<file path="src/include/rv32_exec_consts.svh">
// widths and latencies for the rv32 execute slice
// fixed by the ISA, shared by the package, the units and the testbench
`ifndef RV32_EXEC_CONSTS_SVH
`define RV32_EXEC_CONSTS_SVH

// data word width
`define XLEN 32

// architectural registers, x0 included
`define NUM_REGS 32

// restoring divider produces one quotient bit per step
`define DIV_STEPS 32

// register stages in the multiplier
`define MUL_STAGES 2

`endif
</file>
<file path="src/source/rv32_exec_pkg.sv">
// types shared by the decode, issue and execute slice
// register indices, words, opcodes, ALU ops and unit selection
`default_nettype none

`include "rv32_exec_consts.svh"

package rv32_exec_pkg;

  typedef logic [`XLEN-1:0] word_t;
  typedef logic [$clog2(`NUM_REGS)-1:0] reg_idx_t;

  // major opcodes, only REGREG, IMMED and LUI are executed here
  typedef enum logic [6:0] {
    REGREG  = 7'b0110011,
    IMMED   = 7'b0010011,
    LUI     = 7'b0110111,
    AUIPC   = 7'b0010111,
    JAL     = 7'b1101111,
    JALR    = 7'b1100111,
    BRANCH  = 7'b1100011,
    LOAD    = 7'b0000011,
    STORE   = 7'b0100011,
    MISCMEM = 7'b0001111,
    SYSTEM  = 7'b1110011
  } opcode_t;

  typedef enum logic [3:0] {
    ADD, SUB, SLL, SRL, SRA, AND, OR, XOR, SLT, SLTU, PASS_B
  } alu_op_t;

  typedef enum logic [1:0] {ARITH_S, MUL_S, DIV_S} fu_sel_t;

  typedef enum logic [1:0] {SIGNED, UNSIGNED, SIGNED_UNSIGNED} sign_t;

  typedef enum logic [1:0] {IDLE, RUN, DONE} div_state_t;

endpackage

`default_nettype wire

</file>
<file path="src/source/fu_issue_if.sv">
// issue bus from the control unit to the three functional units
// enables are one-cycle strobes, readies flow back to the control unit
`timescale 1ns/1ps
`default_nettype none

interface fu_issue_if;
  import rv32_exec_pkg::*;

  logic ena_arith, ena_mul, ena_div;
  word_t op_a;
  word_t op_b;
  reg_idx_t rd;
  alu_op_t alu_op;
  sign_t sign;
  logic mul_high, div_quot;
  logic ready_arith, ready_mul, ready_div;

  modport control (
    output ena_arith, ena_mul, ena_div, op_a, op_b, rd, alu_op, sign, mul_high, div_quot,
    input  ready_arith, ready_mul, ready_div
  );
  modport arith (input ena_arith, op_a, op_b, rd, alu_op, output ready_arith);
  modport mul (input ena_mul, op_a, op_b, rd, sign, mul_high, output ready_mul);
  modport div (input ena_div, op_a, op_b, rd, sign, div_quot, output ready_div);
endinterface

`default_nettype wire

</file>
<file path="src/source/control_unit.sv">
// instruction decode, illegal detection and scoreboarded issue
// registers the chosen operation onto the issue bus on accept
`timescale 1ns/1ps
`default_nettype none

`include "rv32_exec_consts.svh"

module control_unit (
  input  logic                     CLK,
  input  logic                     reset_i,
  input  rv32_exec_pkg::word_t     instr_i,
  input  logic                     instr_valid_i,
  output logic                     accept_o,
  output logic                     illegal_o,
  output rv32_exec_pkg::reg_idx_t  rs1_o,
  output rv32_exec_pkg::reg_idx_t  rs2_o,
  input  rv32_exec_pkg::word_t     rs1_data_i,
  input  rv32_exec_pkg::word_t     rs2_data_i,
  input  logic                     wb_we_i,
  input  rv32_exec_pkg::reg_idx_t  wb_rd_i,
  fu_issue_if.control              issue
);
  import rv32_exec_pkg::*;

  opcode_t opcode;
  reg_idx_t rd;
  logic [2:0] funct3;
  logic [6:0] funct7;
  logic illegal;
  fu_sel_t fu_sel;
  alu_op_t alu_op;
  sign_t sign;
  word_t op_b;
  logic uses_rs1, uses_rs2;
  logic unit_free, hazard, fire;
  logic [`NUM_REGS-1:0] pending, clr_mask, set_mask;

  assign opcode = opcode_t'(instr_i[6:0]);
  assign rd     = instr_i[11:7];
  assign funct3 = instr_i[14:12];
  assign funct7 = instr_i[31:25];
  assign rs1_o  = instr_i[19:15];
  assign rs2_o  = instr_i[24:20];

  // only REGREG carries a funct7 worth checking
  always_comb begin
    case (opcode)
      REGREG: begin
        case (funct7)
          7'b000_0000, 7'b000_0001: illegal = 1'b0;
          7'b010_0000: illegal = !(funct3 == 3'b000 || funct3 == 3'b101);
          default: illegal = 1'b1;
        endcase
      end
      IMMED, LUI: illegal = 1'b0;
      default: illegal = 1'b1;
    endcase
  end

  // M extension lives under funct7 = 1, funct3[2] splits mul from div
  assign fu_sel = (opcode == REGREG && funct7 == 7'b000_0001) ?
                  (funct3[2] ? DIV_S : MUL_S) : ARITH_S;

  always_comb begin
    case (funct3)
      3'b000: alu_op = (opcode == REGREG && instr_i[30]) ? SUB : ADD;
      3'b001: alu_op = SLL;
      3'b010: alu_op = SLT;
      3'b011: alu_op = SLTU;
      3'b100: alu_op = XOR;
      3'b101: alu_op = instr_i[30] ? SRA : SRL;
      3'b110: alu_op = OR;
      default: alu_op = AND;
    endcase
    if (opcode == LUI) begin
      alu_op = PASS_B;
    end
  end

  always_comb begin
    case (funct3)
      3'b011, 3'b101, 3'b111: sign = UNSIGNED;
      3'b010: sign = SIGNED_UNSIGNED;
      default: sign = SIGNED;
    endcase
  end

  // operand b is rs2, the I-type immediate or the U-type immediate
  always_comb begin
    case (opcode)
      REGREG: op_b = rs2_data_i;
      LUI: op_b = {instr_i[31:12], 12'b0};
      default: op_b = {{20{instr_i[31]}}, instr_i[31:20]};
    endcase
  end

  // a unit is busy one cycle early, while its enable is in flight
  always_comb begin
    case (fu_sel)
      MUL_S: unit_free = issue.ready_mul && !issue.ena_mul;
      DIV_S: unit_free = issue.ready_div && !issue.ena_div;
      default: unit_free = issue.ready_arith && !issue.ena_arith;
    endcase
  end

  assign uses_rs1 = (opcode != LUI);
  assign uses_rs2 = (opcode == REGREG);
  assign hazard = (uses_rs1 && pending[rs1_o]) || (uses_rs2 && pending[rs2_o]) ||
                  pending[rd];

  assign accept_o = illegal || (unit_free && !hazard);
  assign fire = instr_valid_i && accept_o;

  // x0 is never marked, nothing would ever clear it
  assign clr_mask = wb_we_i ? (`NUM_REGS'(1) << wb_rd_i) : '0;
  assign set_mask = (fire && !illegal && rd != '0) ? (`NUM_REGS'(1) << rd) : '0;

  always_ff @(posedge CLK) begin
    if (reset_i) begin
      pending         <= '0;
      illegal_o       <= 1'b0;
      issue.ena_arith <= 1'b0;
      issue.ena_mul   <= 1'b0;
      issue.ena_div   <= 1'b0;
    end else begin
      pending         <= (pending & ~clr_mask) | set_mask;
      illegal_o       <= fire && illegal;
      issue.ena_arith <= fire && !illegal && fu_sel == ARITH_S;
      issue.ena_mul   <= fire && !illegal && fu_sel == MUL_S;
      issue.ena_div   <= fire && !illegal && fu_sel == DIV_S;
    end
  end

  always_ff @(posedge CLK) begin
    if (fire) begin
      issue.op_a     <= rs1_data_i;
      issue.op_b     <= op_b;
      issue.rd       <= rd;
      issue.alu_op   <= alu_op;
      issue.sign     <= sign;
      issue.mul_high <= |funct3[1:0];
      issue.div_quot <= !funct3[1];
    end
  end

endmodule

`default_nettype wire

</file>
<file path="src/flat_wrapper.sv">
// flat-port wrapper written by rule: the top's interface ports become plain ports
module control_unit_flat import rv32_exec_pkg::*;
  (CLK, reset_i, instr_i, instr_valid_i, accept_o, illegal_o, rs1_o, rs2_o, rs1_data_i, rs2_data_i, wb_we_i, wb_rd_i, issue_ena_arith, issue_ena_mul, issue_ena_div, issue_op_a, issue_op_b, issue_rd, issue_alu_op, issue_sign, issue_mul_high, issue_div_quot, issue_ready_arith, issue_ready_mul, issue_ready_div);
  fu_issue_if issue_i ();
  input  logic CLK;
  input  logic reset_i;
  input  rv32_exec_pkg::word_t instr_i;
  input  logic instr_valid_i;
  output logic accept_o;
  output logic illegal_o;
  output rv32_exec_pkg::reg_idx_t rs1_o;
  output rv32_exec_pkg::reg_idx_t rs2_o;
  input  rv32_exec_pkg::word_t rs1_data_i;
  input  rv32_exec_pkg::word_t rs2_data_i;
  input  logic wb_we_i;
  input  rv32_exec_pkg::reg_idx_t wb_rd_i;
  output wire logic [$bits(issue_i.ena_arith)-1:0] issue_ena_arith;
  output wire logic [$bits(issue_i.ena_mul)-1:0] issue_ena_mul;
  output wire logic [$bits(issue_i.ena_div)-1:0] issue_ena_div;
  output wire logic [$bits(issue_i.op_a)-1:0] issue_op_a;
  output wire logic [$bits(issue_i.op_b)-1:0] issue_op_b;
  output wire logic [$bits(issue_i.rd)-1:0] issue_rd;
  output wire logic [$bits(issue_i.alu_op)-1:0] issue_alu_op;
  output wire logic [$bits(issue_i.sign)-1:0] issue_sign;
  output wire logic [$bits(issue_i.mul_high)-1:0] issue_mul_high;
  output wire logic [$bits(issue_i.div_quot)-1:0] issue_div_quot;
  input wire logic [$bits(issue_i.ready_arith)-1:0] issue_ready_arith;
  input wire logic [$bits(issue_i.ready_mul)-1:0] issue_ready_mul;
  input wire logic [$bits(issue_i.ready_div)-1:0] issue_ready_div;
  assign issue_ena_arith = issue_i.ena_arith;
  assign issue_ena_mul = issue_i.ena_mul;
  assign issue_ena_div = issue_i.ena_div;
  assign issue_op_a = issue_i.op_a;
  assign issue_op_b = issue_i.op_b;
  assign issue_rd = issue_i.rd;
  assign issue_alu_op = issue_i.alu_op;
  assign issue_sign = issue_i.sign;
  assign issue_mul_high = issue_i.mul_high;
  assign issue_div_quot = issue_i.div_quot;
  assign issue_i.ready_arith = issue_ready_arith;
  assign issue_i.ready_mul = issue_ready_mul;
  assign issue_i.ready_div = issue_ready_div;
  control_unit u_core (.CLK(CLK), .reset_i(reset_i), .instr_i(instr_i), .instr_valid_i(instr_valid_i), .accept_o(accept_o), .illegal_o(illegal_o), .rs1_o(rs1_o), .rs2_o(rs2_o), .rs1_data_i(rs1_data_i), .rs2_data_i(rs2_data_i), .wb_we_i(wb_we_i), .wb_rd_i(wb_rd_i), .issue(issue_i));
endmodule
</file>
<file path="config.mk">
export PLATFORM = sky130hd
export DESIGN_NAME = control_unit_flat
export DESIGN_NICKNAME = d
export VERILOG_FILES = /design/src/source/rv32_exec_pkg.sv /design/src/source/fu_issue_if.sv /design/src/source/control_unit.sv /design/src/flat_wrapper.sv
export VERILOG_INCLUDE_DIRS = /design/src /design/src/include
export SDC_FILE = /design/constraint.sdc
export NUM_CORES = 1
export LEC_CHECK = 0
export ABC_AREA = 1
export BUFFER_PORTS_ARGS = -buffer_cell sky130_fd_sc_hd__buf_2
export CORE_MARGIN = 3
export CORE_UTILIZATION = 45
export DETAILED_ROUTE_END_ITERATION = 6
export PLACE_DENSITY = 0.76
export SKIP_LAST_GASP = 1
export SYNTH_ARGS = -nofsm -noshare
export SYNTH_HDL_FRONTEND = slang
export SYNTH_SLANG_ARGS = --single-unit
</file>
<file path="constraint.sdc">
create_clock -name CLK -period 6.2 [get_ports CLK]
set_input_delay 1.24 -clock CLK [delete_from_list [all_inputs] [get_ports CLK]]
set_output_delay 1.24 -clock CLK [all_outputs]
set_load 0.01 [all_outputs]
</file>
# After elaboration in Yosys (flattened, before gate mapping)
# Cells that the tools add are included.
word_totals:
  romBits: 0
  output_inout_bits: 92
  reg_bits: 113
  latch_bits: 0
  mem_bits_rw: 0
  mem_count: 0
op_classes:
  mux: 18
  div_mod_pow: 0
  n_shift: 2
  n_reduce_logical: 34
  n_lt_le_gt_ge: 3
  n_eq_ne: 15
  n_mul: 0
  n_bitwise: 3
  add_sub_neg: 0
op_table:
  columns: ["op", "n"]
  rows:
  - ["2-to-1 mux 32 bit", 2]
  - ["one-hot mux 32 bit (2 select lines)", 1]
  - ["<< shifter 1 x 5 -> 32 bit (first input constant)", 2]
  - ["AND 32 bit", 1]
  - ["inverter 32 bit", 1]
  - ["OR 32 bit", 1]
  - ["one-hot mux 4 bit (7 select lines)", 1]
  - ["equality test 7 x 6 -> 1 bit (second input constant)", 3]
  - ["< comparator 5 x 6 -> 1 bit (second input constant)", 3]
  - ["binary-select mux 1 bit (select 5 bit)", 3]
  - ["logical AND 1 bit", 15]
  - ["equality test 3 bit (second input constant)", 4]
  - ["equality test 7 x 1 -> 1 bit (second input constant)", 1]
  - ["equality test 7 x 5 -> 1 bit (second input constant)", 1]
  - ["zero test 1 bit", 7]
  - ["zero test 7 bit", 1]
  - ["inequality test 7 x 6 -> 1 bit (second input constant)", 1]
  - ["equality test 3 x 2 -> 1 bit (second input constant)", 2]
  - ["one-hot mux 1 bit (2 select lines)", 3]
  - ["OR reduction 2 bit", 3]
  - ["nonzero test 5 bit", 1]
  - ["logical OR 1 bit", 4]
  - ["2-to-1 mux 1 bit", 4]
  - ["2-to-1 mux 2 bit", 2]
  - ["other kinds (8)", 8]

# Longest topological paths before layout
# Gate-level depths: netlist of run 1.
logic_depth:
  ltp_word: 13
  ltp_mapped: 16

# Worst setup path before layout of run 1
# No wires, ideal clock.
synth_path:
  path_kind: "input to register"
  start: "input instr_i[6]"
  end: "register u_core.issue.alu_op[0], enable pin"
  slack_ns: -0.162
  setup_time_ns: 0.538
  path_stages: 10
  required_ns: 5.662
  t_arrival_ns: 5.824
  cell_sequence: "inv_1 nand3_1 nor2_4 buf_6 nand4_1 nand3_1 nand2_1 nor2_2 nand3_2 a21oi_1"
synth_between:
  elab_chain_len: 8
  elab_cells_between_ends: 19
synth_rtl:
  columns: ["element", "line_no", "text"]
  rows:
  - ["start: declaration", "flat_wrapper.sv:7", "input rv32_exec_pkg::word_t instr_i;"]
  - ["equality test 7 x 6 -> 1 bit or inequality test 7 x 6 -> 1 bit (tied branches)", null, null]
  - ["logical AND 1 bit, on equally long branches", "control_unit.sv:61, control_unit.sv:108", null]
  - ["2-to-1 mux 2 bit or logical OR 1 bit (tied branches)", "control_unit.sv:61, control_unit.sv:108", null]
  - ["equality test 2 bit (tied with other cells)", "control_unit.sv:99", "case (fu_sel)"]
  - ["one-hot mux 1 bit (2 select lines) or zero test 1 bit (tied branches)", "control_unit.sv:99, control_unit.sv:111", null]
  - ["logical AND 1 bit", "control_unit.sv:111", "assign accept_o = illegal || (unit_free && !hazard);"]
  - ["logical OR 1 bit (*)", "control_unit.sv:111", null]
  - ["logical AND 1 bit (*)", "control_unit.sv:112", "assign fire = instr_valid_i && accept_o;"]
  - ["end: declaration", "fu_issue_if.sv:19", "output ena_arith, ena_mul, ena_div, op_a, op_b, rd, alu_op, sign, mul_high, div_quot,"]
# Every way passes the cells marked *; elsewhere a longest branch is shown, timed or not.
# A chain may end at the register's enable or synchronous reset.

# Final worst setup path of run 1
layout_path:
  start: "input instr_i[0]"
  end: "output accept_o"
layout_between:
  elab_chain_len: 7
  elab_cells_between_ends: 18
layout_rtl:
  columns: ["element", "line_no", "text"]
  rows:
  - ["equality test 7 x 6 -> 1 bit or inequality test 7 x 6 -> 1 bit (tied branches)", null, null]
  - ["logical AND 1 bit, on equally long branches", "control_unit.sv:61, control_unit.sv:108", null]
  - ["2-to-1 mux 2 bit or logical OR 1 bit (tied branches)", "control_unit.sv:61, control_unit.sv:108", null]
  - ["equality test 2 bit (tied with other cells)", "control_unit.sv:99", null]
  - ["one-hot mux 1 bit (2 select lines) or zero test 1 bit (tied branches)", "control_unit.sv:99, control_unit.sv:111", null]
  - ["logical AND 1 bit", "control_unit.sv:111", null]
  - ["logical OR 1 bit (*)", "control_unit.sv:111", null]
  - ["end: declaration", "flat_wrapper.sv:9", "output logic accept_o;"]
# Marks and branches as above.

==> summary.md, run 1 <==
| Metric | Value |
|---|---|
| Outcome | completed |
| Routed vias | 5621 |
| FF+latch area | 3033 um2 |
| Clock-pin slew on the worst setup and hold paths | 0.06 ns |
| Setup TNS | 0 ns |
| Seq/Total Area, Yosys | 51.31% |
| Post-DP HPWL | 12440 um |
| GP Congestion | 0.9177 |
| Hold_sp | u_core.pending[0]$_SDFF_PP0_ |
| Net Sw Frac | 25.88% |
| Combinational share of power | 11.2% |
| Post-synthesis async set-or-reset flop share | 0% |
| Clk network pwr share | 45.7% |
| Wirelength per Cell | 16.59 um |
| Fin. Hold Viols | 0 |
| Cell with the most instances after synthesis | nand2_1 |
| CP required | 4.96 ns |
| Slew HR | 37.05% |
| Peak VDD IR | 139.5 uV |
| First-pass GRT wire length | 25790 um |
| Min Clock Period, post-route | 4.861 ns |
| Synth top area cells | edfxtp_1 (39%), nand2_1 (13%), dfxtp_1 (12%), nand3_1 (6.7%), nand3_2 (4.9%) |
| Die X-Extent | 120.6 um |
| Internal power | 1486 uW |
| Crit path from | instr_i[0] |
| Core Region | 12720 um2 |
| Sequential share of power | 43.2% |
| Die Span Y | 120.6 um |
| Synthesized area per cell | 8.757 um2 |
| Hold buffers post-CTS | 0 |
| Ys Warns | 0 |
| Total Routed Length | 17140 um |
| Slew Limit Fails | 0 |
| Filler cell count in the final layout | 1119 |
| Endpoint class of the critical path | primary output |
| Worst min path class | reg2reg |
| Synth top area share | 39.12% |
| Post-cts resize count | 0 |
| Switching pwr | 518.6 uW |
| DRT Pass-1 Iters | 5 |
| Antenna violations before repair | 0 |
| ANT nets after route | 0 |
| Synthesized area | 5911 um2 |
| Overflow after GRT | 0 |
| RSZ-0062 raised after global routing | no |
| Crit start category | input pin |
| Flop and latch count out of synthesis | 113 |
| Worst skew pair latency | 0.42 ns |
| CTS tree | built |
| Via density | 5.441 |
| Final Cell Area | 7432 um2 |
| I/O pins | 200 |
| Net Count, Synth | 783 |
| Rows | 41 |
| Final setup viols | 0 |
| Area of the multi-input gates | 2422 um2 |
| WS Path Type | in2out |
| Initial core utilization | 46.46% |
| Number of global-route vias before repair | 4964 |
| Worst slew pin tran | 0.9442 ns |
| Cell Area, Placed | 6873 um2 |
| Largest net degree at the start of global routing | 50 |
| EDFF count, synth | 77 |
| Drt drc | 0 |
| Worst EP arrival | 3.62 ns |
| DP Worst Slack | 1.359 ns |
| Die area | 14550 um2 |
| Port Buf Inserts | 199 |
| Skew final | 0.006510 ns |
| Clock sink total | 113 |
| Synth Flop Type | edfxtp_1 |
| Synth Instances | 675 |
| Iter 0 DRT Violations | 568 |
| Layout cell share with drive strength beyond 1 | 34.26% |
| Bufs on Longest Clock Path | 2 |
| Layout area overhead | 25.74% |
| Static Leak | 0.003003 uW |
| Reg-to-Reg Start | u_core.pending[10]$_SDFF_PP0_ |
| Area leader, netlist | edfxtp_1 |
| Clock H-tree levels | 4 |
| Commonest cells post-synth | nand2_1 (202), nand3_1 (79), edfxtp_1 (77), o21ai_0 (47) |
| Largest fanout on the critical path | 21 |
| Final critical-path share of the clock period | 78.41% |
| Diode count | 0 |
| Pwr Density | 269.7 nW/um2 |
| CTS Buf Count | 17 |
| Max cap viols | 0 |
| Peak Freq | 205.7 MHz |
| Setup ws final | 1.339 ns |
| Synth cell types | 30 |
| Nets | 956 |
| GRT Total Usage | 23.00% |
| Clock root buffer | clkbuf_16 |
| Total chip power | 2004 uW |
| Post-CTS setup buffer count | 0 |
-- final cells by class --
cell class	instances	area share (%)
clock buffer	17	5.724
clock inverter	15	1.801
inverter	43	2.205
multi-input combinational	470	32.59
sequential	113	40.81
tap	172	2.896
timing repair buffer	203	13.97
-- per-stage QoR --
stage	utilization [%]	instances	hold WS, ns
detailed placement	54.02	1001	0.4909
floorplan	-	675	0.4542
CTS	58.42	1033	0.4992
global placement	54.02	1001	0.4906
global route	58.42	1033	0.5392
finish	58.42	1033	0.5038
-- sequential cells by signal, summed over array words and instances, names as in the netlist --
| name | flops |
|---|---|
| u_core.illegal_o | 1 |
| u_core.issue.alu_op | 4 |
| u_core.issue.div_quot | 1 |
| u_core.issue.ena_arith | 1 |
| u_core.issue.ena_div | 1 |
| u_core.issue.ena_mul | 1 |
| u_core.issue.mul_high | 1 |
| u_core.issue.op_a | 32 |
| u_core.issue.op_b | 32 |
| u_core.issue.rd | 5 |
| u_core.issue.sign | 2 |
| u_core.pending | 32 |
-- cell usage in the layout, fill, tap and decap left out --
master      count
a211oi_1        1
a21oi_1        11
a21oi_2        22
a21oi_4         1
a31oi_1         3
and3_1          3
buf_12          1
buf_2         199
buf_4           3
bufinv_16       1
clkbuf_16      17
clkinv_1        5
clkinv_2        1
clkinv_4        2
clkinvlp_4      4
dfxtp_1        36
edfxtp_1       77
inv_1          36
inv_2           3
inv_4           1
inv_6           5
nand2_1       202
nand2_2         2
nand3_1        79
nand3_2        29
nand4_1         8
nor2_1         13
nor2_2          1
nor2_4          1
nor3_1         24
nor3_2          1
nor3_4          1
nor4b_1         1
o211ai_1       20
o21ai_0        46
o21ai_1         1
-- metal layers --
metal	GRT usage (%)	routed length (um)	vias up
met4	8.994	466	0
li1	-	-	2678
met3	4.724	1580	41
met5	0	0	-
met2	38.63	8389	316
met1	29.19	6702	2586
-- worst max-delay path, stage by stage --
cell and delay (ns):
buf_2 0.09, inv_1 0.05, nor3_1 0.23, inv_1 0.09
nor2_1 0.55, nand2_1 0.66, nand3_1 0.28, nand3_2 0.17
nand2_1 0.12, buf_2 0.14
-- power by group through the flow --
stage | Sequential (uW) | Clock [uW] | Combinational, uW
floorplan | 909 | 0 | 92.6
global placement | 879 | 0 | 223
detailed placement | 881 | 0 | 223
CTS | 866 | 924 | 223
global route | 869 | 963 | 242
finish | 865 | 916 | 223
-- final timing paths --
| path | end | slack, ns | cells past startpoint |
|---|---|---|---|
| hold / removal | u_core.pending[0]$_SDFF_PP0_ | 0.50 | 2 |
| setup / recovery | accept_o | 1.34 | 10 |
| setup reg to reg | u_core.issue.op_a[0]$_DFFE_PN_ | 3.53 | 12 |
| hold reg to reg | u_core.pending[0]$_SDFF_PP0_ | 0.50 | 2 |
-- cell families (layout without fill, tap and decap cells) --
family / Yosys count / in the layout / synth area share, %
and+or+nand+nor: 365 / 365 / 29.55
DFF: 113 / 113 / 51.31
AOI/OAI and AO/OA: 105 / 105 / 11.24
buffers and inverters: 92 / 278 / 7.896
No activity file was read; power rests on OpenSTA's default activity.
==> run 2, diff against run 1 <==
Settings changed: PLACE_DENSITY 0.76 to 0.73.
Clock period 6.2 ns to 4.95 ns, I/O delays scaled along.
==> run 2 against run 1 <==
  * Hold slack improved by 0.010 ns
  * Sequential share of layout area fell by 0.25 points
  * Cell area rose by 0.61%
  * Largest power group unchanged
  * Critical path type unchanged
  * Worst setup slack improved by 0.087 ns
  * Clock-buffer cell count did not move
  * Sequential cell count did not move
  * First-iteration DRC count rose by 19%
  * Critical path depth rose by 4
  * Global-route usage rose by 0.60 points
  * Combinational power rose by 26%
  * Core utilization rose by 0.35 points
==> summary.md, run 2 (same netlist as run 1, synthesis figures left out) <==
| Metric | Value |
|---|---|
| Outcome | completed |
| Endpoint class of the critical path | primary output |
| Non-filler cells, final | 1037 (+0.39%) |
| GRT Total Usage | 23.61% (+0.60 points) |
| Static Leak | 0.003038 uW (+1.1%) |
| Worst EP arrival | 2.53 ns (-1.09 ns) |
| Final setup viols | 0 (unchanged) |
| FF+latch area | 3033 um2 (unchanged) |
| Worst min path class | reg2reg |
| RSZ-0062 raised after global routing | no |
| Largest registers | u_core.issue.op_a (32), u_core.issue.op_b (32), u_core.pending (32) |
| Placed Cells | 1005 (+0.40%) |
| Largest stage delay, worst path | 0.33 ns (-0.33 ns) |
| Slew Limit Fails | 0 (unchanged) |
| WS Path Type | in2out |
| Post-DP HPWL | 12710 um (+2.2%) |
| Crit start category | input pin |
| R2r setup slk | 2.69 ns (-0.84 ns) |
| Min Clock Period, post-route | 3.524 ns |
| Worst slew pin tran | 0.9312 ns (-0.01305 ns) |
| Clock root buffer | clkbuf_16 |
| Most frequent cells in the layout | nand2_1 (202), buf_2 (199), nand3_1 (79), edfxtp_1 (77), o21ai_0 (46) |
| Area of the multi-input gates | 2422 um2 (unchanged) |
| Setup TNS | 0 ns (unchanged) |
| Iter 0 DRT Violations | 677 (+19%) |
| Post-cts resize count | 0 (unchanged) |
| Cell mode on critical path | nand2_1 |
| Peak Freq | 283.7 MHz |
| Slew HR | 37.92% (+0.87 points) |
| Diode count | 0 (unchanged) |
| Filler cell count in the final layout | 1155 (+3.2%) |
| Drt drc | 0 (unchanged) |
| Clock sink total | 113 (unchanged) |
| Hold buffers post-CTS | 0 (unchanged) |
| Overflow after GRT | 0 (unchanged) |
| CTS Buf Count | 17 (unchanged) |
| Antenna violations before repair | 1 (+1) |
| Core Region | 12720 um2 (unchanged) |
| Worst skew pair latency | 0.41 ns (about the same) |
| Pwr Density | 341.3 nW/um2 (+27%) |
| Clock-pin slew on the worst setup and hold paths | 0.05 ns (about the same) |
| I/O pins | 200 (unchanged) |
| CTS tree | built |
| Commonest non-fill, non-tap cell in the layout | nand2_1 |
| Max cap viols | 0 (unchanged) |
| Peak VDD IR | 178.2 uV (+28%) |
| Clock H-tree levels | 4 (unchanged) |
| Initial core utilization | 46.46% (unchanged) |
| Nets | 960 (+0.42%) |
| Largest net degree at the start of global routing | 52 (+4.0%) |
| Layout area overhead | 26.50% |
| Final critical-path share of the clock period | 71.20% |
| Bufs on Longest Clock Path | 2 (unchanged) |
| DRT Pass-1 Iters | 5 (unchanged) |
| Largest fanout on the critical path | 20 (-4.8%) |
| ANT nets after route | 0 (unchanged) |
| Number of global-route vias before repair | 5184 (+4.4%) |
| Wirelength per Cell | 16.84 um (+1.5%) |
| Die X-Extent | 120.6 um (unchanged) |
| Via density | 5.401 (-0.74%) |
| Layout cell share with drive strength beyond 1 | 34.80% (+0.54 points) |
| Total Routed Length | 17460 um (+1.9%) |
| Fin. Hold Viols | 0 (unchanged) |
| First-pass GRT wire length | 26600 um (+3.1%) |
| Port Buf Inserts | 199 (unchanged) |
| Post-CTS setup buffer count | 0 (unchanged) |
| Die area | 14550 um2 (unchanged) |
| Die Span Y | 120.6 um (unchanged) |
| GP Congestion | 0.9562 (+4.2%) |
| Skew final | 0.006928 ns (+0.0004185 ns) |
| CP cell instances | buf_2, inv_4, nand2_1, nand2_1, nand2_1, nand3_1, nand3_1, nand2_1, nand2_1, nand2_1, nor2_2, nand3_2, nand2_1, buf_2 |
| Routed vias | 5601 (-0.36%) |
| CP max stage cell | buf_2 |
| CP required | 3.96 ns (-1.00 ns) |
| Rows | 41 (unchanged) |
## run 2: worst max-delay path, delay by kind of cell
family        cells  cell delay (ns)
buf+inv           3             0.64
simple gates     11             0.88
## run 2: worst paths after layout
| check | endpoint | from | depth (start not counted) |
|---|---|---|---|
| max | accept_o | instr_i[7] | 14 |
| min | u_core.pending[0]$_SDFF_PP0_ | u_core.pending[0]$_SDFF_PP0_ | 2 |
| max reg2reg | u_core.issue.rd[2]$_DFFE_PN_ | u_core.pending[11]$_SDFF_PP0_ | 12 |
| min reg2reg | u_core.pending[0]$_SDFF_PP0_ | u_core.pending[0]$_SDFF_PP0_ | 2 |
## run 2: area by class of cell
| class | instances | share of cell area [%] |
|---|---|---|
| multi-input combinational | 470 | 32.40 |
| clock inverter | 15 | 2.159 |
| clock buffer | 17 | 5.689 |
| inverter | 43 | 2.192 |
| sequential | 113 | 40.56 |
| timing repair buffer | 207 | 14.12 |
| tap | 172 | 2.878 |
## run 2: report_power, final
part	switching [uW]	internal [uW]
Combinational	182	97.1
Sequential	11.1	1070
Clock	477	714
Total	671	1880
## run 2: stage by stage
stage               utilization, %  worst slack [ns]  cell area [um2]  total power, uW  hold slack, ns
floorplan                        -            0.3829             5914             1254          0.4542
global placement             54.16             1.495             6890             1377          0.4973
detailed placement           54.16             1.461             6890             1380          0.5061
CTS                          58.77             1.458             7477             2570          0.5136
global route                 58.77             1.291             7477             2647          0.5642
finish                       58.77             1.426             7477             2552          0.5138
## run 2: metal layers
| metal | up-vias | global-route usage [%] | part of all wire (%) |
|---|---|---|---|
| li1 | 2681 | - | - |
| met2 | 292 | 39.64 | 49 |
| met4 | 2 | 9.773 | 3.1 |
| met5 | - | 0 | 0.074 |
| met1 | 2580 | 28.84 | 39 |
| met3 | 46 | 6.174 | 8.5 |
