## src/include/rv32_exec_consts.svh

```systemverilog
// widths and latencies for the rv32 execute slice
// fixed by the ISA, shared by the package, the units and the testbench
`ifndef RV32_EXEC_CONSTS_SVH
`define RV32_EXEC_CONSTS_SVH

// data word width
`define XLEN 32

// architectural registers, x0 included
`define NUM_REGS 32

// restoring divider produces one quotient bit per step
`define DIV_STEPS 32

// register stages in the multiplier
`define MUL_STAGES 2

`endif
```

## src/source/rv32_exec_pkg.sv

```systemverilog
// types shared by the decode, issue and execute slice
// register indices, words, opcodes, ALU ops and unit selection
`default_nettype none

`include "rv32_exec_consts.svh"

package rv32_exec_pkg;

  typedef logic [`XLEN-1:0] word_t;
  typedef logic [$clog2(`NUM_REGS)-1:0] reg_idx_t;

  // major opcodes, only REGREG, IMMED and LUI are executed here
  typedef enum logic [6:0] {
    REGREG  = 7'b0110011,
    IMMED   = 7'b0010011,
    LUI     = 7'b0110111,
    AUIPC   = 7'b0010111,
    JAL     = 7'b1101111,
    JALR    = 7'b1100111,
    BRANCH  = 7'b1100011,
    LOAD    = 7'b0000011,
    STORE   = 7'b0100011,
    MISCMEM = 7'b0001111,
    SYSTEM  = 7'b1110011
  } opcode_t;

  typedef enum logic [3:0] {
    ADD, SUB, SLL, SRL, SRA, AND, OR, XOR, SLT, SLTU, PASS_B
  } alu_op_t;

  typedef enum logic [1:0] {ARITH_S, MUL_S, DIV_S} fu_sel_t;

  typedef enum logic [1:0] {SIGNED, UNSIGNED, SIGNED_UNSIGNED} sign_t;

  typedef enum logic [1:0] {IDLE, RUN, DONE} div_state_t;

endpackage

`default_nettype wire

```

## src/source/wb_port_if.sv

```systemverilog
// one unit's writeback request toward the shared register write port
`timescale 1ns/1ps
`default_nettype none

interface wb_port_if;
  import rv32_exec_pkg::*;

  logic req;
  reg_idx_t rd;
  word_t data;
  logic grant;

  modport unit (output req, rd, data, input grant);
  modport arbiter (input req, rd, data, output grant);
endinterface

`default_nettype wire

```

## src/source/fu_issue_if.sv

```systemverilog
// issue bus from the control unit to the three functional units
// enables are one-cycle strobes, readies flow back to the control unit
`timescale 1ns/1ps
`default_nettype none

interface fu_issue_if;
  import rv32_exec_pkg::*;

  logic ena_arith, ena_mul, ena_div;
  word_t op_a;
  word_t op_b;
  reg_idx_t rd;
  alu_op_t alu_op;
  sign_t sign;
  logic mul_high, div_quot;
  logic ready_arith, ready_mul, ready_div;

  modport control (
    output ena_arith, ena_mul, ena_div, op_a, op_b, rd, alu_op, sign, mul_high, div_quot,
    input  ready_arith, ready_mul, ready_div
  );
  modport arith (input ena_arith, op_a, op_b, rd, alu_op, output ready_arith);
  modport mul (input ena_mul, op_a, op_b, rd, sign, mul_high, output ready_mul);
  modport div (input ena_div, op_a, op_b, rd, sign, div_quot, output ready_div);
endinterface

`default_nettype wire

```

## src/source/div_unit.sv

```systemverilog
// restoring divider for DIV, DIVU, REM and REMU
// works on magnitudes, one quotient bit per cycle, signs fixed at the end
`timescale 1ns/1ps
`default_nettype none

`include "rv32_exec_consts.svh"

module div_unit (
  input  logic    CLK,
  input  logic    reset_i,
  fu_issue_if.div issue,
  wb_port_if.unit wb
);
  import rv32_exec_pkg::*;

  div_state_t state;
  logic [$clog2(`DIV_STEPS)-1:0] step;
  word_t divisor, quo, rem;
  word_t quo_next, rem_next;
  logic [`XLEN:0] rem_shift, diff;
  logic fits, neg_quo, neg_rem, quot_sel;
  logic a_neg, b_neg;
  reg_idx_t rd_q;

  assign a_neg = (issue.sign == SIGNED) && issue.op_a[`XLEN-1];
  assign b_neg = (issue.sign == SIGNED) && issue.op_b[`XLEN-1];

  // trial subtract of the divisor from the shifted partial remainder
  assign rem_shift = {rem, quo[`XLEN-1]};
  assign diff      = rem_shift - {1'b0, divisor};
  assign fits      = !diff[`XLEN];
  assign rem_next  = fits ? diff[`XLEN-1:0] : rem_shift[`XLEN-1:0];
  assign quo_next  = {quo[`XLEN-2:0], fits};

  always_ff @(posedge CLK) begin
    if (reset_i) begin
      state <= IDLE;
    end else begin
      case (state)
        IDLE: begin
          if (issue.ena_div) begin
            state <= RUN;
          end
        end
        RUN: begin
          if (step == $bits(step)'(`DIV_STEPS - 1)) begin
            state <= (rd_q != '0) ? DONE : IDLE;
          end
        end
        default: begin
          if (wb.grant) begin
            state <= IDLE;
          end
        end
      endcase
    end
  end

  always_ff @(posedge CLK) begin
    if (state == IDLE && issue.ena_div) begin
      quo      <= a_neg ? -issue.op_a : issue.op_a;
      divisor  <= b_neg ? -issue.op_b : issue.op_b;
      rem      <= '0;
      step     <= '0;
      // divide by zero keeps an all-ones quotient whatever the signs
      neg_quo  <= (a_neg ^ b_neg) && (issue.op_b != '0);
      neg_rem  <= a_neg;
      quot_sel <= issue.div_quot;
      rd_q     <= issue.rd;
    end else if (state == RUN) begin
      quo  <= quo_next;
      rem  <= rem_next;
      step <= step + 1'b1;
      if (quot_sel) begin
        wb.data <= neg_quo ? -quo_next : quo_next;
      end else begin
        wb.data <= neg_rem ? -rem_next : rem_next;
      end
    end
  end

  assign wb.req          = (state == DONE);
  assign wb.rd           = rd_q;
  assign issue.ready_div = (state == IDLE);

  a_div_idle_issue: assert property (@(posedge CLK) disable iff (reset_i)
    issue.ena_div |-> state == IDLE);

endmodule

`default_nettype wire

```

## src/flat_wrapper.sv

```systemverilog
// flat-port wrapper written by rule: the top's interface ports become plain ports
module div_unit_flat import rv32_exec_pkg::*;
  (CLK, reset_i, issue_ena_div, issue_op_a, issue_op_b, issue_rd, issue_sign, issue_div_quot, issue_ready_div, wb_req, wb_rd, wb_data, wb_grant);
  fu_issue_if issue_i ();
  wb_port_if wb_i ();
  input  logic CLK;
  input  logic reset_i;
  input wire logic [$bits(issue_i.ena_div)-1:0] issue_ena_div;
  input wire logic [$bits(issue_i.op_a)-1:0] issue_op_a;
  input wire logic [$bits(issue_i.op_b)-1:0] issue_op_b;
  input wire logic [$bits(issue_i.rd)-1:0] issue_rd;
  input wire logic [$bits(issue_i.sign)-1:0] issue_sign;
  input wire logic [$bits(issue_i.div_quot)-1:0] issue_div_quot;
  output wire logic [$bits(issue_i.ready_div)-1:0] issue_ready_div;
  output wire logic [$bits(wb_i.req)-1:0] wb_req;
  output wire logic [$bits(wb_i.rd)-1:0] wb_rd;
  output wire logic [$bits(wb_i.data)-1:0] wb_data;
  input wire logic [$bits(wb_i.grant)-1:0] wb_grant;
  assign issue_i.ena_div = issue_ena_div;
  assign issue_i.op_a = issue_op_a;
  assign issue_i.op_b = issue_op_b;
  assign issue_i.rd = issue_rd;
  assign issue_i.sign = issue_sign;
  assign issue_i.div_quot = issue_div_quot;
  assign issue_ready_div = issue_i.ready_div;
  assign wb_req = wb_i.req;
  assign wb_rd = wb_i.rd;
  assign wb_data = wb_i.data;
  assign wb_i.grant = wb_grant;
  div_unit u_core (.CLK(CLK), .reset_i(reset_i), .issue(issue_i), .wb(wb_i));
endmodule
```

## config.mk

```make
export PLATFORM = sky130hd
export DESIGN_NAME = div_unit_flat
export DESIGN_NICKNAME = d
export VERILOG_FILES = /design/src/source/rv32_exec_pkg.sv /design/src/source/wb_port_if.sv /design/src/source/fu_issue_if.sv /design/src/source/div_unit.sv /design/src/flat_wrapper.sv
export VERILOG_INCLUDE_DIRS = /design/src /design/src/include
export SDC_FILE = /design/constraint.sdc
export NUM_CORES = 1
export LEC_CHECK = 0
export BUFFER_PORTS_ARGS = -buffer_cell sky130_fd_sc_hd__buf_4
export CORE_MARGIN = 4
export CORE_UTILIZATION = 59
export CTS_CLUSTER_DIAMETER = 200
export DETAILED_ROUTE_END_ITERATION = 12
export GPL_TIMING_DRIVEN = 0
export PLACE_DENSITY = 0.86
export SETUP_SLACK_MARGIN = 0.1
export SYNTH_ARGS = -nofsm -noshare
export SYNTH_HDL_FRONTEND = slang
export SYNTH_SLANG_ARGS = --single-unit
export TNS_END_PERCENT = 10
```

## constraint.sdc

```tcl
create_clock -name CLK -period 5.84 [get_ports CLK]
set_clock_uncertainty 0.05 [all_clocks]
set_input_delay 0.584 -clock CLK [delete_from_list [all_inputs] [get_ports CLK]]
set_output_delay 0.584 -clock CLK [all_outputs]
set_load 0.005 [all_outputs]
```

Word-level counts from Yosys, hierarchy flattened
Index checks and enable logic that the tools add are counted.
Word-level totals
  bits in registers: 143
  input bits: 76
  output and inout port bits: 39
  logic and storage cells: 49
Cells by class
  add/subtract/negate cells: 6
  equal/unequal tests: 5
  multiplexer cells: 13
  bitwise gates (word level): 2
  reduce and logical (&&, ||, !) cells: 13
Operators by type and width (number)
  $mux W32: 8
  $neg A32 Y32: 4
  $sub A33 B32 Y33: 1
  $reduce_bool A32 Y1: 1
  $mux W2: 4
  $add A5 B1 Y5 const B: 1
  $eq A5 B5 Y1 const B: 1
  $reduce_bool A5 Y1: 1
  $logic_and A1 B1 Y1: 4
  $logic_not A2 Y1: 2
  $pmux W2 S2: 1
  $reduce_and A3 Y1: 1
  $reduce_bool A3 Y1: 1
  $eq A2 B1 Y1 const B: 1
  $eq A2 B2 Y1 const B: 1
  $ne A2 B1 Y1 const B: 1
  $ne A2 B2 Y1 const B: 1
  $reduce_and A2 Y1: 1
  $reduce_bool A2 Y1: 1
  $logic_not A1 Y1: 1
  $not A1 Y1: 1
  $xor A1 B1 Y1: 1

Longest topological paths before layout
Gate-level depths: netlist of the first run.
  depth after elaboration: 5
  depth in mapped cells: 25
  mapped depth without buffers: 21

Worst setup path before layout of the first run
Ideal clock, no wire load.
  kind: register to register
  from: register u_core.divisor[21]
  to: register u_core.wb.data[28], data pin
  library setup time: 0.264 ns
  arrival: 4.558 ns
  required time: 5.526 ns
  path slack: 0.967 ns
  cell stages (with the launch flop): 25
  path buffers: 4
  period minus slack after synthesis: 4.873 ns
  cells stage by stage: edfxtp_1 inv_1 ha_1 buf_6 a21oi_1 o21ai_1 a221o_1 or2_1 o211ai_4 nor2_8 inv_4 buf_2 buf_2 buf_1 nor2_1 a21oi_1 ha_1 inv_1 nor3b_1 o211ai_1 o31ai_1 o2111ai_1 o41ai_2 xnor2_1 o21ai_1
On the way
  cells in the longest elaborated chain, start to end: 5
  elaborated cells between the ends (all ways): 8
  classes of those cells: add/sub: 3; mux: 4; reduce/logical: 1
RTL lines
  start: declaration: line div_unit.sv:18  | word_t divisor, quo, rem;
  start signal: assignment: line div_unit.sv:62  | divisor <= b_neg ? -issue.op_b : issue.op_b;
  $sub A33 B32 Y33 (*): line div_unit.sv:30  | assign diff = rem_shift - {1'b0, divisor};
  $mux W32 or $logic_not A1 Y1 (tied branches): line div_unit.sv:32, div_unit.sv:31
  $neg A32 Y32, on equally long branches: line div_unit.sv:77, div_unit.sv:75
  $mux W32, on equally long branches: line div_unit.sv:77, div_unit.sv:75
  $mux W32 (*): line div_unit.sv:74  | if (quot_sel) begin
  end signal: assignment: line div_unit.sv:75  | wb.data <= neg_quo ? -quo_next : quo_next;
  end signal: assignment: line div_unit.sv:77  | wb.data <= neg_rem ? -rem_next : rem_next;
  end: declaration: line wb_port_if.sv:13  | modport unit (output req, rd, data, input grant);
Mark *: on every way between the ends. The rest lies on a longest branch, timed or not.
A chain may end at the register's enable or synchronous reset.

Worst setup path after layout of the first run
  from: register u_core.quo[31]
  to: register u_core.wb.data[24], data pin
On the way
  cells in the longest elaborated chain, start to end: 5
  elaborated cells between the ends (all ways): 8
  classes of those cells: add/sub: 3; mux: 4; reduce/logical: 1
RTL lines
  start: declaration: line div_unit.sv:18
  start signal: assignment: line div_unit.sv:61  | quo <= a_neg ? -issue.op_a : issue.op_a;
  start signal: assignment: line div_unit.sv:71  | quo <= quo_next;
  $sub A33 B32 Y33: line div_unit.sv:30
  $mux W32 or $logic_not A1 Y1 (tied branches): line div_unit.sv:32, div_unit.sv:31
  $neg A32 Y32, on equally long branches: line div_unit.sv:77, div_unit.sv:75
  $mux W32, on equally long branches: line div_unit.sv:77, div_unit.sv:75
  $mux W32 (*): line div_unit.sv:74
Marked as above.

==> flow_summary.toml, run 1 <==
[sta]
worst_slack_ps = 373
hold_violations = 0
fmaxAchievable_mhz = 183
setup_viol = 0
min_period_ps = 5470
relSlewSlack_pct = 32.4
slew_violations = 0
rsz0062_at_grt = "no"
worstMarginPinSlew_ps = 1010
period_share_pct = 93.6

[synthesis]
synth-edff-count = 104
ys_types = 81
seq_area_frac_synth_pct = 36.6
synthArstFlopShare_pct = 0
syn_avg_cell_area_sq_um = 8.61
netlist_instances = 1238
ys.warnings.count = 0
synth_nets = 1353
ys_ff_latch = 143
ys.flop_type = "edfxtp_1"
syn_area_sq_um = 10700

[final_layout]
fin_nets = 1492
nFillCells = 1279
regArea_sq_um = 3900
drive_above_1_share_pct = 14.7
multiInputGateArea_sq_um = 6300
diodes = 0
final_area_sq_um = 12500
synthToLayoutAreaGrowth_pct = 17.2
stdcell_count = 1615

[critical_path]
timing.rr.start = "u_core.quo[31]"
worst_setup_path_start_kind = "register"
setup.worst_path.start = "u_core.quo[31]"
cp-end-kind = "register"
arrival_ps = 5590
critPathRequiredTime_ps = 5970
worstPathMaxFanout = 10
worstSetupPathType = "reg -> reg"
cpPeakStageDelay_ps = 420
cp_slowest_cell = "edfxtp_1"

[worst_hold_path]
holdCritStartpoint = "reset_i"
hp-class = "in -> reg"

[clocking]
h-tree-depth = 4
clk_transition_reported_paths_ps = 60
clk-insertion-delay-late_ps = 440
cts_sinks = 143
cts_hold_buf = 0
cts_tree = "built"
cts_made_buffers = 17
clockBufferDepth = 2
cts_root_buf = "clkbuf_16"

[global_route]
track_usage_pct = 28.9
grt_pass1_wl_um = 47000
grt_max_degree = 41
first_global_vias = 9721
antenna_found_initial = 0
grt_overflow = 0

[place]
place.gp.congestion = 0.939
placed_cells = 1578
post_dp_cell_area_sq_um = 11800
place_hpwl_um = 22500
port_buffers = 114
pre_cts_ws_ps = -309

[route]
routed_wl_um = 29800
wl_per_cell_um = 18.4
antenna_left = 0
dr.first_iter.drc_count = 1235
drc = 0
via_count = 10200
via_per_inst = 6.33
dr.pass1.iters = 6

[floorplanning]
die_width_um = 142
fp.dieH_um = 142
rows = 48
core_area_sq_um = 17500
dieArea_sq_um = 20300
start_util_pct = 61.0
pin_count = 115

[power]
powerDensity_nw_per_um2 = 243
p_leak_uw = 0.00493
ir_worst_vdd_mv = 0.220

[outcome]
status = "finished clean"

[run]
cap_viol_max_count = 0
## worst max-delay path: cells and delay by family, from the launching register on
kind,cells,cell delay (ps)
AOI/OAI and AO/OA,9,1650
buffers and inverters,8,1290
adders and majority gates,3,890
and+or+nand+nor,5,740
DFF,1,420
xor gates and xnor gates,1,140
## layout make-up
class / count / share of cell area (%)
sequential: 143 / 31.3
multi-input combinational: 980 / 50.5
tap: 225 / 2.25
inverter: 59 / 1.79
clock buffer: 20 / 3.58
timing repair buffer: 120 / 7.41
clock inverter: 12 / 1.08
buffer: 56 / 2.17
## stage by stage
stage               TNS (ps)  power [uW]  hold slack (ps)  utilization, %
floorplan                  0        1690              390               -
global placement       -1180        1900              402            67.5
detailed placement     -1220        1920              429            67.6
CTS                        0        3010              257            71.1
global route               0        3150              249            71.5
finish                     0        3030              256            71.5
## flip-flops by register name, indices dropped and copies added, names as in the netlist
register         cells
u_core.neg_rem       1
u_core.divisor      32
u_core.wb.rd         5
u_core.rem          32
u_core.quot_sel      1
u_core.quo          32
u_core.state         2
u_core.neg_quo       1
u_core.wb.data      32
u_core.step          5
## repair_timing
action                                  4_1_cts  5_1_grt
buffers inserted                              1        3
resized for setup                             5        8
endpoints found under the setup margin        8        8
cloned                                        0        0
pin swaps                                     2        3
## path summary, 6_finish.rpt
check                           slack [ps]  cells past startpoint                  to
worst min register to register         430                      2      u_core.step[1]
worst min-delay path                   260                      2     u_core.state[1]
worst max-delay path                   370                     26  u_core.wb.data[24]
worst max register to register         370                     26  u_core.wb.data[24]
## cell usage in the layout, fill, tap and decap left out, drive strengths merged, types with 6 or more instances in the layout
cell type | netlist | layout
nand2 | 169 | 169
o21ai | 144 | 144
buf | 25 | 144
edfxtp | 104 | 104
xnor2 | 95 | 95
nor2 | 82 | 82
a21oi | 80 | 80
inv | 59 | 60
clkbuf | 31 | 52
xor2 | 47 | 47
dfxtp | 39 | 39
ha | 38 | 38
nor3 | 30 | 30
o31ai | 29 | 29
nand3 | 20 | 20
mux2i | 19 | 19
or3 | 18 | 18
o41ai | 14 | 14
a21o | 13 | 13
nand4 | 12 | 12
nor4 | 12 | 12
and2 | 11 | 11
a31oi | 10 | 10
nand2b | 9 | 9
a211oi | 9 | 9
or4 | 9 | 9
and3 | 8 | 8
o21a | 8 | 8
nor2b | 7 | 7
or2 | 7 | 7
o31a | 6 | 6
a21boi | 6 | 6
o211ai | 6 | 6
## Yosys cell counts, drive strengths merged, types with 5 or more instances
cell type | instances | area share [%]
clkbuf | 31 | 1.1
o21a | 8 | 0.56
o31ai | 29 | 2.1
xnor2 | 95 | 7.8
nor4 | 12 | 0.70
inv | 59 | 2.1
or2 | 7 | 0.41
nand3 | 20 | 0.94
o211ai | 6 | 0.68
o21ai | 144 | 6.8
or3 | 18 | 1.1
a21o | 13 | 0.92
nor2b | 7 | 0.41
nor2 | 82 | 3.0
and2 | 11 | 0.65
o2111ai | 5 | 0.41
dfxtp | 39 | 7.3
edfxtp | 104 | 29
or4 | 9 | 0.63
a21oi | 80 | 4.1
nor3 | 30 | 1.4
nand4 | 12 | 0.70
a31oi | 10 | 0.59
a21boi | 6 | 0.42
o41ai | 14 | 1.4
and3 | 8 | 0.47
buf | 25 | 1.3
nand2b | 9 | 0.53
xor2 | 47 | 3.9
a211oi | 9 | 0.63
o31a | 6 | 0.49
mux2i | 19 | 1.8
ha | 38 | 4.5
nand2 | 169 | 6.0
## layer usage
metal | vias to the layer above | wire [um] | GRT usage (%) | share of wire (%)
met5 | - | 0 | 0 | 0
met4 | 0 | 1360 | 14.3 | 4.6
met3 | 108 | 2360 | 6.28 | 7.9
met2 | 519 | 14100 | 47.2 | 47
met1 | 4810 | 12000 | 36.4 | 40
li1 | 4794 | - | - | -
## power breakdown
| group | switching [uW] | total (uW) | internal, uW |
|---|---|---|---|
| clock | 458 | 1100 | 642 |
| sequential | 66.0 | 1270 | 1200 |
| combinational | 379 | 665 | 286 |
## cell families after synthesis
| family | synth area share [%] |
|---|---|
| AND/OR/NAND/NOR | 18.2 |
| AO/OA/AOI/OAI | 22.2 |
| flip-flops | 36.6 |
| XOR/XNOR | 11.7 |
| buffers and inverters | 4.52 |
| adder cells (fa/ha/maj) | 4.65 |
| multiplexers | 2.14 |
Power figures use the tool's default switching activity.
==> run 2, diff against run 1 <==
--- a/config.mk
+++ b/config.mk
@@ -9,8 +9,10 @@
 export BUFFER_PORTS_ARGS = -buffer_cell sky130_fd_sc_hd__buf_4
 export CORE_MARGIN = 4
 export CORE_UTILIZATION = 59
+export CTS_BUF_LIST = sky130_fd_sc_hd__clkbuf_2 sky130_fd_sc_hd__clkbuf_4 sky130_fd_sc_hd__clkbuf_8
 export CTS_CLUSTER_DIAMETER = 200
 export DETAILED_ROUTE_END_ITERATION = 12
+export GPL_ROUTABILITY_DRIVEN = 1
 export GPL_TIMING_DRIVEN = 0
 export PLACE_DENSITY = 0.86
 export SETUP_SLACK_MARGIN = 0.1
==> run 2 against run 1 <==
Net effect: cell count fell by 0.12%; register-to-register slack got worse by 50 ps; sequential power barely moved; largest cell class unchanged; highest routed layer unchanged; sequential cell count did not move; combinational power fell by 0.6%.
==> flow_summary.toml, run 2 (same netlist as run 1, synthesis figures left out) <==
[outcome]
status = "finished clean"

[critical_path]
cp-end-kind = "register"
worst_setup_path_start_kind = "register"
reg2reg_slack_ps = 330
rr_worst_depth = 26
worstSetupPathType = "reg -> reg"
timing.rr.start = "u_core.quo[31]"
worstPathMaxFanout = 10
arrival_ps = 5680
reg2reg_to = "u_core.wb.data[24]"
critPathRequiredTime_ps = 6010

[floorplanning]
die_width_um = 142
dieArea_sq_um = 20300
pin_count = 115
rows = 48
core_area_sq_um = 17500
fp.dieH_um = 142
start_util_pct = 61.0

[sta]
fmaxAchievable_mhz = 181
setup-tns-final_ps = 0
min_period_ps = 5510
hold_violations = 0
holdWs_ps = 219
setup_viol = 0
rsz0062_at_grt = "no"
period_share_pct = 94.4
slew_violations = 0
worstMarginPinSlew_ps = 1000
relSlewSlack_pct = 32.8

[route]
dr.first_iter.drc_count = 1184
via_count = 10100
dr.pass1.iters = 5
via_per_inst = 6.26
drc = 0
antenna_left = 0
routed_wl_um = 29400
wl_per_cell_um = 18.2

[clocking]
clockBufferDepth = 2
cts_made_buffers = 17
clk_transition_reported_paths_ps = 80
cts_tree = "built"
clk-insertion-delay-late_ps = 480
h-tree-depth = 4
cts_root_buf = "clkbuf_8"
cts_sinks = 143

[run]
cap_viol_max_count = 0

[global_route]
first_global_vias = 9626
antenna_found_initial = 0
track_usage_pct = 28.5
grt_pass1_wl_um = 46500
grt_overflow = 0
grt_max_degree = 41

[worst_hold_path]
min_path_cells = 2
hold_path_end = "u_core.state[1]"
hp-class = "in -> reg"
holdCritStartpoint = "reset_i"

[final_layout]
stdcell_count = 1613
diodes = 0
mostFrequentLayoutCell = "nand2_1"
fin_nets = 1490
drive_above_1_share_pct = 14.7
final_area_sq_um = 12300
final_cell_mix = "168 x nand2_1, 133 x o21ai_0, 117 x buf_4"
synthToLayoutAreaGrowth_pct = 15.4

[place]
placed_cells = 1578
place.gp.congestion = 0.939
place_hpwl_um = 22500
port_buffers = 114
post_dp_cell_area_sq_um = 11800

[power]
p_leak_uw = 0.00484
ir_worst_vdd_mv = 0.207
powerDensity_nw_per_um2 = 223
power_uw = 2740
==> run 2: report_power, final <==
group	switching (uW)	internal, uW	leakage, uW
registers	66.0	1200	0.00133
clock network	416	402	0.000193
logic	376	285	0.00332
==> run 2: area by class of cell <==
cell class | count | area (sq um)
buffer | 56 | 272
clock buffer | 20 | 263
clock inverter | 12 | 135
fill | 1332 | 5180
inverter | 59 | 224
multi-input combinational | 980 | 6300
sequential | 143 | 3900
tap | 225 | 282
timing repair buffer | 118 | 918
==> run 2: per-layer routing <==
| metal | global-route usage (%) | up-vias | wire length (um) |
|---|---|---|---|
| li1 | - | 4783 | - |
| met1 | 36.4 | 4708 | 11800 |
| met2 | 46.6 | 513 | 14000 |
| met3 | 5.61 | 97 | 2400 |
| met4 | 13.5 | 0 | 1190 |
| met5 | 0 | - | 0 |
==> run 2: worst max-delay path by stage <==
stage | from | to | slack (ps) | cells after the start
6_report | u_core.quo[31] | u_core.wb.data[24] | 330 | 26
5_1_grt | u_core.quo[31] | u_core.wb.data[24] | 110 | 26
4_1_cts | u_core.quo[31] | u_core.wb.data[28] | 140 | 25
3_3_place_gp | u_core.rem[21] | u_core.wb.data[28] | -310 | 22
3_5_place_dp | u_core.quo[31] | u_core.wb.data[28] | -310 | 25
2_1_floorplan | u_core.divisor[21] | u_core.wb.data[28] | 970 | 24
==> run 2: critical path, cell delays in order, from the launching register on <==
cell and delay, ps:
edfxtp_1 430, inv_1 70, ha_1 250, fa_1 420
nand2b_1 210, a21oi_2 240, o21ai_2 160, nand2_2 150
a221o_1 200, buf_6 170, nor2_8 70, inv_4 120
clkbuf_4 220, buf_6 190, clkbuf_4 240, nor2_1 80
a21oi_2 180, ha_1 230, inv_1 80, nor3b_2 230
o211ai_1 140, o31ai_2 140, o2111ai_2 310, buf_4 230
o21ai_0 210, xnor2_1 140, o21ai_0 90
==> run 2: timing repair <==
item,in CTS,in global routing
setup buffers,1,1
resized for setup,5,7
hold buffers,0,0
pin swaps,2,2
endpoints found under the setup margin,8,8
==> run 2: metrics by stage <==
step           util (%)  setup WS (ps)
2_1_floorplan         -            967
3_3_place_gp       67.5           -305
3_5_place_dp       67.6           -309
4_1_cts            70.0            140
5_1_grt            70.4            107
6_report           70.4            328
==> run 3, diff against run 2 <==
--- a/config.mk
+++ b/config.mk
@@ -6,15 +6,15 @@
 export SDC_FILE = /design/constraint.sdc
 export NUM_CORES = 1
 export LEC_CHECK = 0
-export BUFFER_PORTS_ARGS = -buffer_cell sky130_fd_sc_hd__buf_4
 export CORE_MARGIN = 4
 export CORE_UTILIZATION = 59
 export CTS_BUF_LIST = sky130_fd_sc_hd__clkbuf_2 sky130_fd_sc_hd__clkbuf_4 sky130_fd_sc_hd__clkbuf_8
 export CTS_CLUSTER_DIAMETER = 200
 export DETAILED_ROUTE_END_ITERATION = 12
+export DONT_BUFFER_PORTS = 1
 export GPL_ROUTABILITY_DRIVEN = 1
 export GPL_TIMING_DRIVEN = 0
-export PLACE_DENSITY = 0.86
+export PLACE_DENSITY = 0.81
 export SETUP_SLACK_MARGIN = 0.1
 export SYNTH_ARGS = -nofsm -noshare
 export SYNTH_HDL_FRONTEND = slang
==> constraint.sdc (replaced) <==
create_clock -name CLK -period 5.84 [get_ports CLK]
set_clock_uncertainty 0.05 [all_clocks]
set_input_delay 0.292 -clock CLK [delete_from_list [all_inputs] [get_ports CLK]]
set_output_delay 0.292 -clock CLK [all_outputs]
set_load 0.005 [all_outputs]
==> run 3 against run 2 <==
Net effect: die area is the same; cell count shrank 4.5%; maximum frequency is essentially flat; sequential power is essentially flat; non-clock buffer count shrank 73; via count shrank 1.9%; wire length grew 0.13%; register-to-register slack is essentially flat; core utilization shrank 2.3 points; global-route usage grew 0.35 points; first-iteration DRC count shrank 14%; sequential share of layout area grew 1.1 points.
==> flow_summary.toml, run 3 (same netlist as run 1, synthesis figures left out) <==
[outcome]
status = "finished clean"

[critical_path]
critPathTopFamily = "compound AO/OA/AOI/OAI gates"
cpPeakStageDelay_ps = 440
cp.buffers_inverters = 8
worstPathMaxFanout = 10
cp.depth = 26
reg2reg_to = "u_core.wb.data[24]"
cp_slowest_cell = "edfxtp_1"
critPathRequiredTime_ps = 5990
arrival_ps = 5670
timing.rr.start = "u_core.quo[31]"
setup.worst_path.start = "u_core.quo[31]"
cp-end-kind = "register"
worstSetupPathType = "reg -> reg"
endpoint = "u_core.wb.data[24]"
reg2reg_slack_ps = 320
rr_worst_depth = 26
worst_setup_path_start_kind = "register"

[power]
p_leak_uw = 0.00450
ir_worst_vdd_mv = 0.213
powerDensity_nw_per_um2 = 231

[global_route]
antenna_found_initial = 0
grt_overflow = 0
grt_pass1_wl_um = 47100
track_usage_pct = 28.8
first_global_vias = 9650
grt_max_degree = 41

[route]
antenna_left = 0
routed_wl_um = 29400
dr.pass1.iters = 9
drc = 0
via_count = 9905
via_per_inst = 6.43
dr.first_iter.drc_count = 1020
wl_per_cell_um = 19.1

[floorplanning]
pin_count = 115
rows = 48
die_width_um = 142
dieArea_sq_um = 20300
fp.dieH_um = 142
start_util_pct = 61.0
core_area_sq_um = 17500

[sta]
min_period_ps = 5520
hold_violations = 0
setup_viol = 0
worst_slack_ps = 324
period_share_pct = 94.5
fmaxAchievable_mhz = 181
worstMarginPinSlew_ps = 1070
relSlewSlack_pct = 28.7
rsz0062_at_grt = "no"
slew_violations = 0

[clocking]
clk_transition_reported_paths_ps = 90
cts_made_buffers = 17
cts_root_buf = "clkbuf_8"
cts_tree = "built"
h-tree-depth = 4
clk-insertion-delay-late_ps = 480
clockBufferDepth = 2
cts_sinks = 143

[worst_hold_path]
hp-class = "in -> reg"

[final_layout]
synthToLayoutAreaGrowth_pct = 11.6
utilization_pct = 68.0
mostFrequentLayoutCell = "nand2_1"
fin_nets = 1417
final_cell_mix = "168 x nand2_1, 132 x o21ai_0, 104 x edfxtp_1"
diodes = 0
drive_above_1_share_pct = 7.00

[place]
place_hpwl_um = 21700
port_buffers = 0
place.gp.congestion = 0.929
pre_cts_ws_ps = -420

[run]
cap_viol_max_count = 0
==> run 3: changes by cell type in the layout (fill, tap and decap cells not counted), sizes merged <==
cell,change
buf,-112
bufinv,+1
clkbuf,-2
clkinv,-1
clkinvlp,-3
dlygate4sd3,+39
inv,+5
==> run 3: metrics by stage <==
| step | total power [uW] | TNS (ps) | hold WS [ps] | cells | instance area (sq um) |
|---|---|---|---|---|---|
| after global placement | 1820 | -948 | 316 | 1463 | 10900 |
| after detailed placement | 1840 | -1920 | 318 | 1464 | 11000 |
| final | 2750 | 0 | 9.34 | 1540 | 11900 |
| after global routing | 2860 | 0 | 8.61 | 1540 | 11900 |
| after CTS | 2720 | 0 | 1.37 | 1536 | 11800 |
| after floorplan | 1690 | 0 | 314 | 1238 | 10700 |
==> run 3: worst min-delay path by stage <==
stage,start,to,slack [ps],cells past startpoint
finish,issue_op_b[25],u_core.divisor[25],9,1
CTS,issue_op_b[25],u_core.divisor[25],1,1
detailed placement,reset_i,u_core.state[1],320,1
floorplan,reset_i,u_core.state[0],310,1
global route,issue_op_b[25],u_core.divisor[25],9,1
global placement,reset_i,u_core.state[0],320,1
==> run 3: routing by layer <==
metal	vias up	global-route usage (%)	wire length (um)
li1	4639	-	-
met1	4666	36.4	11600
met2	506	48.5	14200
met3	94	5.44	2450
met4	0	12.5	1180
met5	-	0	0
==> run 3: report_power, final <==
group / leakage (uW) / switching (uW) / internal, uW
Clock: 0.000217 / 434 / 443
Sequential: 0.00133 / 72.6 / 1200
Combinational: 0.00295 / 350 / 247
==> run 3: what timing repair did <==
item	CTS	global route
resized for setup	6	9
endpoints found under the setup margin	8	7
hold buffers	39	0
buffers inserted	1	3
endpoints found under the hold margin	37	0
pin swaps	2	2
==> run 3: final cells by class <==
class,instances,area [sq um]
plain buffers,56,273
clock buffers,18,248
clock inverters,14,179
fillers,1388,5580
inverters,59,224
multi-input cells,980,6320
flip-flops and latches,143,3900
well taps,225,282
repair buffers,45,468
